[src/verilog/mac_cfg_pkg.sv]
//--------------------------------------------------------------------
// Sizes and fixed constants of the int8 MAC engine
//--------------------------------------------------------------------
package mac_cfg_pkg;

    // Array geometry
    localparam int LANES     = 4;
    localparam int BYTE_W    = 8;       // int8 operands
    localparam int ACC_W     = 16;      // Result lane, wraps
    localparam int WORD_W    = 64;

    // Memory addressing
    localparam int RD_ADDR_W = 3;       // Weight and input memories
    localparam int WR_ADDR_W = 4;       // Output memory

    // Dimension fields of mnt
    localparam int DIM_W     = 4;

    // Input read request to output write request
    localparam int PIPE_LAT  = 3;

endpackage

[src/verilog/mac_types_pkg.sv]
//--------------------------------------------------------------------
// Packed structs, memory word union and FSM state of the MAC engine
//--------------------------------------------------------------------
package mac_types_pkg;

    // Dimensions, m in the top nibble
    typedef struct packed {
        logic [mac_cfg_pkg::DIM_W-1:0] m;
        logic [mac_cfg_pkg::DIM_W-1:0] n;
        logic [mac_cfg_pkg::DIM_W-1:0] t;
    } mnt_t;

    // One memory word, lane 0 in the top byte
    typedef union packed {
        logic [0:mac_cfg_pkg::WORD_W/mac_cfg_pkg::BYTE_W-1][mac_cfg_pkg::BYTE_W-1:0] bytes;
        struct packed {
            logic [mac_cfg_pkg::WORD_W/2-1:0] hi;
            logic [mac_cfg_pkg::WORD_W/2-1:0] lo;
        } halves;
    } mem_word_u;

    typedef logic [0:mac_cfg_pkg::LANES-1][mac_cfg_pkg::ACC_W-1:0] result_word_t;

    typedef struct packed {
        logic                              en;
        logic [mac_cfg_pkg::RD_ADDR_W-1:0] addr;
    } mem_rd_req_t;

    typedef struct packed {
        logic                              en;
        logic [mac_cfg_pkg::WR_ADDR_W-1:0] addr;
        result_word_t                      wdata;
    } mem_wr_req_t;

    typedef struct packed {
        logic         valid;
        result_word_t word;
    } res_beat_t;

    typedef enum logic [2:0] {IDLE, LOAD_W, STREAM_I, DRAIN, FINISH} ctrl_state_t;

endpackage

[src/verilog/mac_step_counter.sv]
//--------------------------------------------------------------------
// Clearable step counter with last-step flag
//--------------------------------------------------------------------
`timescale 1ns/10ps

module mac_step_counter (
    input  logic                               CLK,
    input  logic                               RSTN,
    input  logic                               clear_i,
    input  logic                               step_i,
    input  logic [mac_cfg_pkg::DIM_W-1:0]      limit_i,
    output logic [mac_cfg_pkg::RD_ADDR_W-1:0]  count_o,
    output logic                               last_o
);

    logic [mac_cfg_pkg::DIM_W-1:0] count_ext;

    always_ff @(posedge CLK or negedge RSTN) begin
        if (!RSTN) begin
            count_o <= '0;
        end else if (clear_i) begin                  // Clear wins
            count_o <= '0;
        end else if (step_i) begin
            count_o <= count_o + 1'b1;
        end
    end

    assign count_ext = {{(mac_cfg_pkg::DIM_W - mac_cfg_pkg::RD_ADDR_W){1'b0}}, count_o};
    assign last_o    = (count_ext == limit_i - 1'b1);

endmodule

[src/verilog/mac_ctrl_fsm.sv]
//--------------------------------------------------------------------
// Controller FSM: weight load, input stream, drain and done pulse
//--------------------------------------------------------------------
`timescale 1ns/10ps

module mac_ctrl_fsm (
    input  logic                               CLK,
    input  logic                               RSTN,
    input  logic                               start_i,
    input  mac_types_pkg::mnt_t                mnt_i,
    input  logic [mac_cfg_pkg::RD_ADDR_W-1:0]  cnt_i,
    input  logic                               cnt_last_i,
    input  logic                               store_last_i,
    output logic                               cnt_clear_o,
    output logic                               cnt_step_o,
    output logic [mac_cfg_pkg::DIM_W-1:0]      cnt_limit_o,
    output logic                               wb_clear_o,
    output mac_types_pkg::mem_rd_req_t         w_rd_o,
    output mac_types_pkg::mem_rd_req_t         i_rd_o,
    output logic                               done_o
);

    mac_types_pkg::ctrl_state_t state_q;
    mac_types_pkg::ctrl_state_t state_d;
    logic                       start_ok;
    logic                       reading;

    always_ff @(posedge CLK or negedge RSTN) begin
        if (!RSTN) begin
            state_q <= mac_types_pkg::IDLE;
        end else begin
            state_q <= state_d;
        end
    end

    always_comb begin
        state_d = state_q;
        case (state_q)
            mac_types_pkg::IDLE:     if (start_i) state_d = mac_types_pkg::LOAD_W;
            mac_types_pkg::LOAD_W:   if (cnt_last_i) state_d = mac_types_pkg::STREAM_I;
            mac_types_pkg::STREAM_I: if (cnt_last_i) state_d = mac_types_pkg::DRAIN;
            mac_types_pkg::DRAIN:    if (store_last_i) state_d = mac_types_pkg::FINISH;
            mac_types_pkg::FINISH:   state_d = mac_types_pkg::IDLE;
            default:                 state_d = mac_types_pkg::IDLE;
        endcase
    end

    //----------------------------------------------------------------
    // Counter control and read requests
    //----------------------------------------------------------------
    assign start_ok = (state_q == mac_types_pkg::IDLE) && start_i;
    assign reading  = (state_q == mac_types_pkg::LOAD_W) || (state_q == mac_types_pkg::STREAM_I);

    assign cnt_step_o  = reading;
    assign cnt_clear_o = start_ok || (reading && cnt_last_i);    // Each phase change
    assign cnt_limit_o = (state_q == mac_types_pkg::STREAM_I) ? mnt_i.t : mnt_i.m;
    assign wb_clear_o  = start_ok;

    assign w_rd_o = '{en: (state_q == mac_types_pkg::LOAD_W), addr: cnt_i};
    assign i_rd_o = '{en: (state_q == mac_types_pkg::STREAM_I), addr: cnt_i};

    assign done_o = (state_q == mac_types_pkg::FINISH);

endmodule

[src/verilog/weight_bank.sv]
//--------------------------------------------------------------------
// Stationary 4x4 weight registers with N and M masking
//--------------------------------------------------------------------
`timescale 1ns/10ps

module weight_bank (
    input  logic                           CLK,
    input  logic                           RSTN,
    input  logic                           clear_i,
    input  mac_types_pkg::mem_rd_req_t     w_rd_i,
    input  mac_types_pkg::mem_word_u       w_rdata_i,
    input  logic [mac_cfg_pkg::DIM_W-1:0]  n_i,
    output logic [0:mac_cfg_pkg::LANES-1][0:mac_cfg_pkg::LANES-1][mac_cfg_pkg::BYTE_W-1:0] weights_o
);

    mac_types_pkg::mem_rd_req_t w_rd_q;    // Row now on w_rdata_i
    mac_types_pkg::mem_word_u   row_word;
    logic [0:mac_cfg_pkg::LANES-1][0:mac_cfg_pkg::LANES-1][mac_cfg_pkg::BYTE_W-1:0] weights_q;

    always_ff @(posedge CLK or negedge RSTN) begin
        if (!RSTN) begin
            w_rd_q <= '0;
        end else begin
            w_rd_q <= w_rd_i;
        end
    end

    // Upper half only, bytes at and beyond N forced to zero
    always_comb begin
        row_word           = '0;
        row_word.halves.hi = w_rdata_i.halves.hi;
        for (int n = 0; n < mac_cfg_pkg::LANES; n++) begin
            if (n >= int'(n_i)) row_word.bytes[n] = '0;
        end
    end

    // Rows never loaded stay zero, so lanes m >= M read zero
    always_ff @(posedge CLK) begin
        if (clear_i) begin
            weights_q <= '0;
        end else if (w_rd_q.en) begin
            weights_q[w_rd_q.addr] <= row_word.bytes[0:mac_cfg_pkg::LANES-1];
        end
    end

    assign weights_o = weights_q;

endmodule

[src/verilog/mac_array.sv]
//--------------------------------------------------------------------
// Two-stage multiply and lane-sum array
//--------------------------------------------------------------------
`timescale 1ns/10ps

module mac_array (
    input  logic                        CLK,
    input  logic                        RSTN,
    input  mac_types_pkg::mem_rd_req_t  i_rd_i,
    input  mac_types_pkg::mem_word_u    i_rdata_i,
    input  logic [0:mac_cfg_pkg::LANES-1][0:mac_cfg_pkg::LANES-1][mac_cfg_pkg::BYTE_W-1:0] weights_i,
    output mac_types_pkg::res_beat_t    res_o
);

    logic                               in_vld_q;    // Data on i_rdata_i is live
    logic                               prod_vld_q;
    logic                               sum_vld_q;
    logic [0:mac_cfg_pkg::LANES-1][0:mac_cfg_pkg::LANES-1][mac_cfg_pkg::ACC_W-1:0] prod_q;
    mac_types_pkg::result_word_t        sum_d;
    mac_types_pkg::result_word_t        sum_q;

    always_ff @(posedge CLK or negedge RSTN) begin
        if (!RSTN) begin
            in_vld_q   <= 1'b0;
            prod_vld_q <= 1'b0;
            sum_vld_q  <= 1'b0;
        end else begin
            in_vld_q   <= i_rd_i.en;
            prod_vld_q <= in_vld_q;
            sum_vld_q  <= prod_vld_q;
        end
    end

    //----------------------------------------------------------------
    // Stage 1: signed int8 products
    //----------------------------------------------------------------
    always_ff @(posedge CLK) begin
        for (int m = 0; m < mac_cfg_pkg::LANES; m++) begin
            for (int n = 0; n < mac_cfg_pkg::LANES; n++) begin
                prod_q[m][n] <= $signed(i_rdata_i.bytes[n]) * $signed(weights_i[m][n]);
            end
        end
    end

    //----------------------------------------------------------------
    // Stage 2: lane sums, wrap to ACC_W
    //----------------------------------------------------------------
    always_comb begin
        for (int m = 0; m < mac_cfg_pkg::LANES; m++) begin
            sum_d[m] = '0;
            for (int n = 0; n < mac_cfg_pkg::LANES; n++) begin
                sum_d[m] = sum_d[m] + prod_q[m][n];
            end
        end
    end

    always_ff @(posedge CLK) begin
        sum_q <= sum_d;
    end

    assign res_o = '{valid: sum_vld_q, word: sum_q};

endmodule

[src/verilog/result_store.sv]
//--------------------------------------------------------------------
// Output memory writes at even addresses, last-write flag
//--------------------------------------------------------------------
`timescale 1ns/10ps

module result_store (
    input  logic                           CLK,
    input  logic                           RSTN,
    input  logic                           start_i,
    input  logic [mac_cfg_pkg::DIM_W-1:0]  t_i,
    input  mac_types_pkg::res_beat_t       res_i,
    output mac_types_pkg::mem_wr_req_t     o_wr_o,
    output logic                           store_last_o
);

    logic [mac_cfg_pkg::RD_ADDR_W-1:0] row_idx;
    logic                              row_last;

    // Index of the next row to be written
    mac_step_counter wr_cnt_inst (
        .CLK     (CLK),
        .RSTN    (RSTN),
        .clear_i (start_i),
        .step_i  (res_i.valid),
        .limit_i (t_i),
        .count_o (row_idx),
        .last_o  (row_last)
    );

    // Row t goes to address 2*t
    assign o_wr_o = '{en: res_i.valid, addr: {row_idx, 1'b0}, wdata: res_i.word};

    assign store_last_o = res_i.valid && row_last;

endmodule

[src/verilog/mac_top.sv]
//--------------------------------------------------------------------
// MAC engine top: controller, address counter and datapath
//--------------------------------------------------------------------
`timescale 1ns/10ps

module mac_top (
    input  logic                        CLK,
    input  logic                        RSTN,
    input  mac_types_pkg::mnt_t         mnt_i,
    input  logic                        start_i,
    output logic                        done_o,
    output mac_types_pkg::mem_rd_req_t  w_rd_o,
    input  mac_types_pkg::mem_word_u    w_rdata_i,
    output mac_types_pkg::mem_rd_req_t  i_rd_o,
    input  mac_types_pkg::mem_word_u    i_rdata_i,
    output mac_types_pkg::mem_wr_req_t  o_wr_o
);

    logic [mac_cfg_pkg::RD_ADDR_W-1:0]  cnt;
    logic                               cnt_last;
    logic                               cnt_clear;
    logic                               cnt_step;
    logic [mac_cfg_pkg::DIM_W-1:0]      cnt_limit;
    logic                               wb_clear;     // Accepted start
    logic                               store_last;
    logic [0:mac_cfg_pkg::LANES-1][0:mac_cfg_pkg::LANES-1][mac_cfg_pkg::BYTE_W-1:0] weights;
    mac_types_pkg::res_beat_t           res;

    mac_ctrl_fsm ctrl_inst (
        .CLK          (CLK),
        .RSTN         (RSTN),
        .start_i      (start_i),
        .mnt_i        (mnt_i),
        .cnt_i        (cnt),
        .cnt_last_i   (cnt_last),
        .store_last_i (store_last),
        .cnt_clear_o  (cnt_clear),
        .cnt_step_o   (cnt_step),
        .cnt_limit_o  (cnt_limit),
        .wb_clear_o   (wb_clear),
        .w_rd_o       (w_rd_o),
        .i_rd_o       (i_rd_o),
        .done_o       (done_o)
    );

    // Read address for both weight and input phases
    mac_step_counter rd_cnt_inst (
        .CLK     (CLK),
        .RSTN    (RSTN),
        .clear_i (cnt_clear),
        .step_i  (cnt_step),
        .limit_i (cnt_limit),
        .count_o (cnt),
        .last_o  (cnt_last)
    );

    weight_bank wb_inst (
        .CLK       (CLK),
        .RSTN      (RSTN),
        .clear_i   (wb_clear),
        .w_rd_i    (w_rd_o),
        .w_rdata_i (w_rdata_i),
        .n_i       (mnt_i.n),
        .weights_o (weights)
    );

    mac_array array_inst (
        .CLK       (CLK),
        .RSTN      (RSTN),
        .i_rd_i    (i_rd_o),
        .i_rdata_i (i_rdata_i),
        .weights_i (weights),
        .res_o     (res)
    );

    result_store store_inst (
        .CLK          (CLK),
        .RSTN         (RSTN),
        .start_i      (wb_clear),
        .t_i          (mnt_i.t),
        .res_i        (res),
        .o_wr_o       (o_wr_o),
        .store_last_o (store_last)
    );

endmodule

[config.mk]
export PLATFORM = sky130hd
export DESIGN_NAME = mac_top
export DESIGN_NICKNAME = d
export VERILOG_FILES = /design/src/verilog/mac_cfg_pkg.sv /design/src/verilog/mac_types_pkg.sv /design/src/verilog/mac_step_counter.sv /design/src/verilog/mac_ctrl_fsm.sv /design/src/verilog/weight_bank.sv /design/src/verilog/mac_array.sv /design/src/verilog/result_store.sv /design/src/verilog/mac_top.sv
export SDC_FILE = /design/constraint.sdc
export NUM_CORES = 2
export LEC_CHECK = 0
export BUFFER_PORTS_ARGS = -buffer_cell sky130_fd_sc_hd__buf_2
export CAP_MARGIN = 10
export CORE_MARGIN = 2
export CORE_UTILIZATION = 55
export CTS_CLUSTER_SIZE = 16
export DETAILED_ROUTE_END_ITERATION = 7
export PLACE_DENSITY = 0.72
export RECOVER_POWER = 25
export SETUP_SLACK_MARGIN = 0.3
export SKIP_CTS_REPAIR_TIMING = 1
export SYNTH_ARGS = -nofsm -noshare
export SYNTH_HDL_FRONTEND = slang
export SYNTH_HIERARCHICAL = 1
export SYNTH_SLANG_ARGS = --single-unit
export TNS_END_PERCENT = 10
[constraint.sdc]
create_clock -name CLK -period 5.2 [get_ports CLK]
set_clock_uncertainty 0.1 [all_clocks]
set_input_delay 0.52 -clock CLK [delete_from_list [all_inputs] [get_ports CLK]]
set_output_delay 0.52 -clock CLK [all_outputs]
set_load 0.02 [all_outputs]
==> results.yml <==
timing:
  hold_viol_final: 0
  setup_ws_ns: 0.532
  report.final.slew_viol_count: 0
  rsz0062_at_grt: "yes"
  finalCritPeriodShare_pct: 89.8
  worst_pin_slew_ns: 0.924
  tns_ns: 0
  maxSlewHeadroom_pct: 38.4
  final-setup-viol-count: 0
  max_freq_ghz: 0.214
  min_period_ns: 4.67
setup_path:
  path_delay_family: "adder cells"
  arrival_ns: 5.11
  crit_slowest_cell: "fa_1"
  critPathKind: "register to register"
  slowest_delay_ns: 0.53
  cp_max_fo: 9
  path_buf_inv: 4
  cp.required_ns: 5.64
  worstPathCellList: "and2_1 > fa_1 > inv_1 > fa_1 > inv_1 > fa_1 > inv_1 > fa_1 > inv_1 > ha_1 > o21ai_0 > nor2_1 > nor4_1 > o21ai_0 > o31ai_1 > xnor2_1"
  cp-start-kind: "register"
  end_kind: "register"
clock_tree:
  clk_latency_ns: 0.66
  clock_sinks: 464
  cts_tree: "yes"
  cts_buffer_depth: 3
  cts_made_buffers: 57
  htreeDepth: 2
  clk_pin_slew_worst_paths_ns: 0.06
  root_buffer: "clkbuf_16"
logic_synthesis:
  synthesis.area_sq_mm: 0.0576
  synth_top_area_share_pct: 34.7
  synth.net_count: 7612
  yosys_warnings: 6
  ys_seq_elements: 464
  yosys.cell_types.count: 82
  synthCells: 5941
  yosysTopAreaCell: "fa_1"
  synth_edf_count: 0
  seq_area_frac_synth_pct: 16.3
  synth_top_cells_by_count: "inv_1, fa_1, and2_1"
  synth.most_common_cell: "inv_1"
  async_reset_ff_share_pct: 3.45
  synth_area_per_cell_sq_um: 9.70
  synthTopCellsByArea: "fa_1, dfxtp_1, ha_1"
  synth_flop_cell: "dfxtp_1"
placement:
  pre_cts_ws_ns: 0.0650
  portBuffers: 155
  placed_cell_area_sq_mm: 0.0598
  routabilityCongestion: 0.898
  dpl.cell_count: 7348
  dp_hpwl_um: 111000
final_layout:
  drive_gt1_share_pct: 5.45
  postLayoutCellArea_sq_mm: 0.0617
  area_delta_synth_final_pct: 7.02
  fill_cells: 8841
  num-nets-final: 7699
  final_cells: 7458
floorplan:
  die_area_sq_mm: 0.107
  start_util_pct: 55.5
  ioPinCount: 221
  rows: 118
  coreArea_sq_mm: 0.104
  die_h_um: 328
  fp.dieW_um: 328
hold_path:
  hold_path_class: "input pin to register"
detailed_routing:
  drc_errors: 0
  drt_iter0_drc: 2310
  wl_per_cell_um: 18.2
  postRouteWirelength_um: 136000
  drtPass1Iterations: 6
  vias: 39485
  antenna_left: 0
  vias_per_cell: 5.29
flow_run:
  maxCapViolCount: 0
run_status:
  outcome: "completed"
grt:
  grt_pass1_wl_um: 223000
  grt_pass1_vias: 41762
  grt_max_degree: 44
  grt-ovfl-total: 0
  antenna_found_initial: 10
  grt_util_all_layers_pct: 26.5
## cell type report
| type | count | area [sq um] | share of cell area (%) |
|---|---|---|---|
| Clock buffer | 78 | 1640 | 2.66 |
| Sequential cell | 464 | 9370 | 15.2 |
| Multi-Input combinational cell | 3950 | 42200 | 68.5 |
| Antenna cell | 4 | 10.0 | 0.0162 |
| Timing Repair Buffer | 245 | 1430 | 2.32 |
| Tap cell | 1380 | 1730 | 2.80 |
| Clock inverter | 27 | 347 | 0.562 |
| Inverter | 1310 | 4920 | 7.97 |
## metal layers
metal | GRT usage [%] | routed length [um] | vias up | share of wire, %
met2 | 43.7 | 64200 | 1035 | 47
met4 | 10.1 | 5860 | 4 | 4.3
met3 | 4.40 | 8560 | 244 | 6.3
li1 | - | - | 18344 | -
met1 | 35.1 | 57400 | 19858 | 42
met5 | 0 | 20 | - | 0.015
## per-stage QoR
stage	utilization (%)	hold WS (ns)
2_1_floorplan	-	0.124
3_3_place_gp	57.6	0.233
3_5_place_dp	57.6	0.235
4_1_cts	59.5	-0.348
5_1_grt	59.4	0.0674
6_report	59.4	0.0880
## worst reg2reg max path, cell delays in order (launching register included)
cell	delay (ns)
dfxtp_1	0.45
and2_1	0.25
fa_1	0.51
inv_1	0.06
fa_1	0.53
inv_1	0.05
fa_1	0.47
inv_1	0.05
fa_1	0.48
inv_1	0.05
ha_1	0.29
o21ai_0	0.10
nor2_1	0.09
nor4_1	0.33
o21ai_0	0.25
o31ai_1	0.29
xnor2_1	0.23
## path summary, 6_finish.rpt
check / from / depth (start not counted) / end / slack (ns)
hold reg to reg: array_inst/in_vld_q / 0 / array_inst/prod_vld_q / 0.25
max in group asynchronous: RSTN / 2 / ctrl_inst/state_q[2] / 4.03
setup reg to reg: wb_inst/weights_o[83] / 16 / array_inst/prod_q[175] / 0.53
setup / recovery: wb_inst/weights_o[83] / 16 / array_inst/prod_q[175] / 0.53
min in group asynchronous: RSTN / 2 / ctrl_inst/state_q[1] / 0.42
hold / removal: w_rdata_i[32] / 3 / wb_inst/weights_o[64] / 0.09
## state kept, by name (all words and copies together), names as in the netlist, 3 cells and up
signal                          flops
wb_inst/weights_o                 128
store_inst/wr_cnt_inst/count_o      3
array_inst/res_o                   64
rd_cnt_inst/count_o                 3
array_inst/prod_q                 256
ctrl_inst/state_q                   3
wb_inst/w_rd_q                      4
## logic make-up (layout without fill, tap and decap cells)
logic type,after synthesis,in the layout,synth area share (%)
other,1,5,0.00651
buffers and inverters,1527,1660,10.5
AO/OA/AOI/OAI,556,556,6.90
adder cells (fa/ha/maj),1528,1528,46.2
AND/OR/NAND/NOR,1510,1510,14.6
multiplexers,30,30,0.597
flip-flops,464,464,16.3
XOR/XNOR,325,325,4.94
## cells in the final DEF, fill, tap and decap left out, types with 96 or more instances in the layout
| cell type | instances |
|---|---|
| inv_1 | 1310 |
| fa_1 | 1000 |
| and2_1 | 651 |
| ha_1 | 528 |
| dfxtp_1 | 447 |
| nand2_1 | 298 |
| xnor2_1 | 272 |
| nor2_1 | 143 |
| nor2b_1 | 136 |
| a21oi_1 | 126 |
| a32o_1 | 96 |
Power is left out: the tool's default activity adds up to more than one toggle a clock period on the data nets, which glitch-free logic cannot reach.
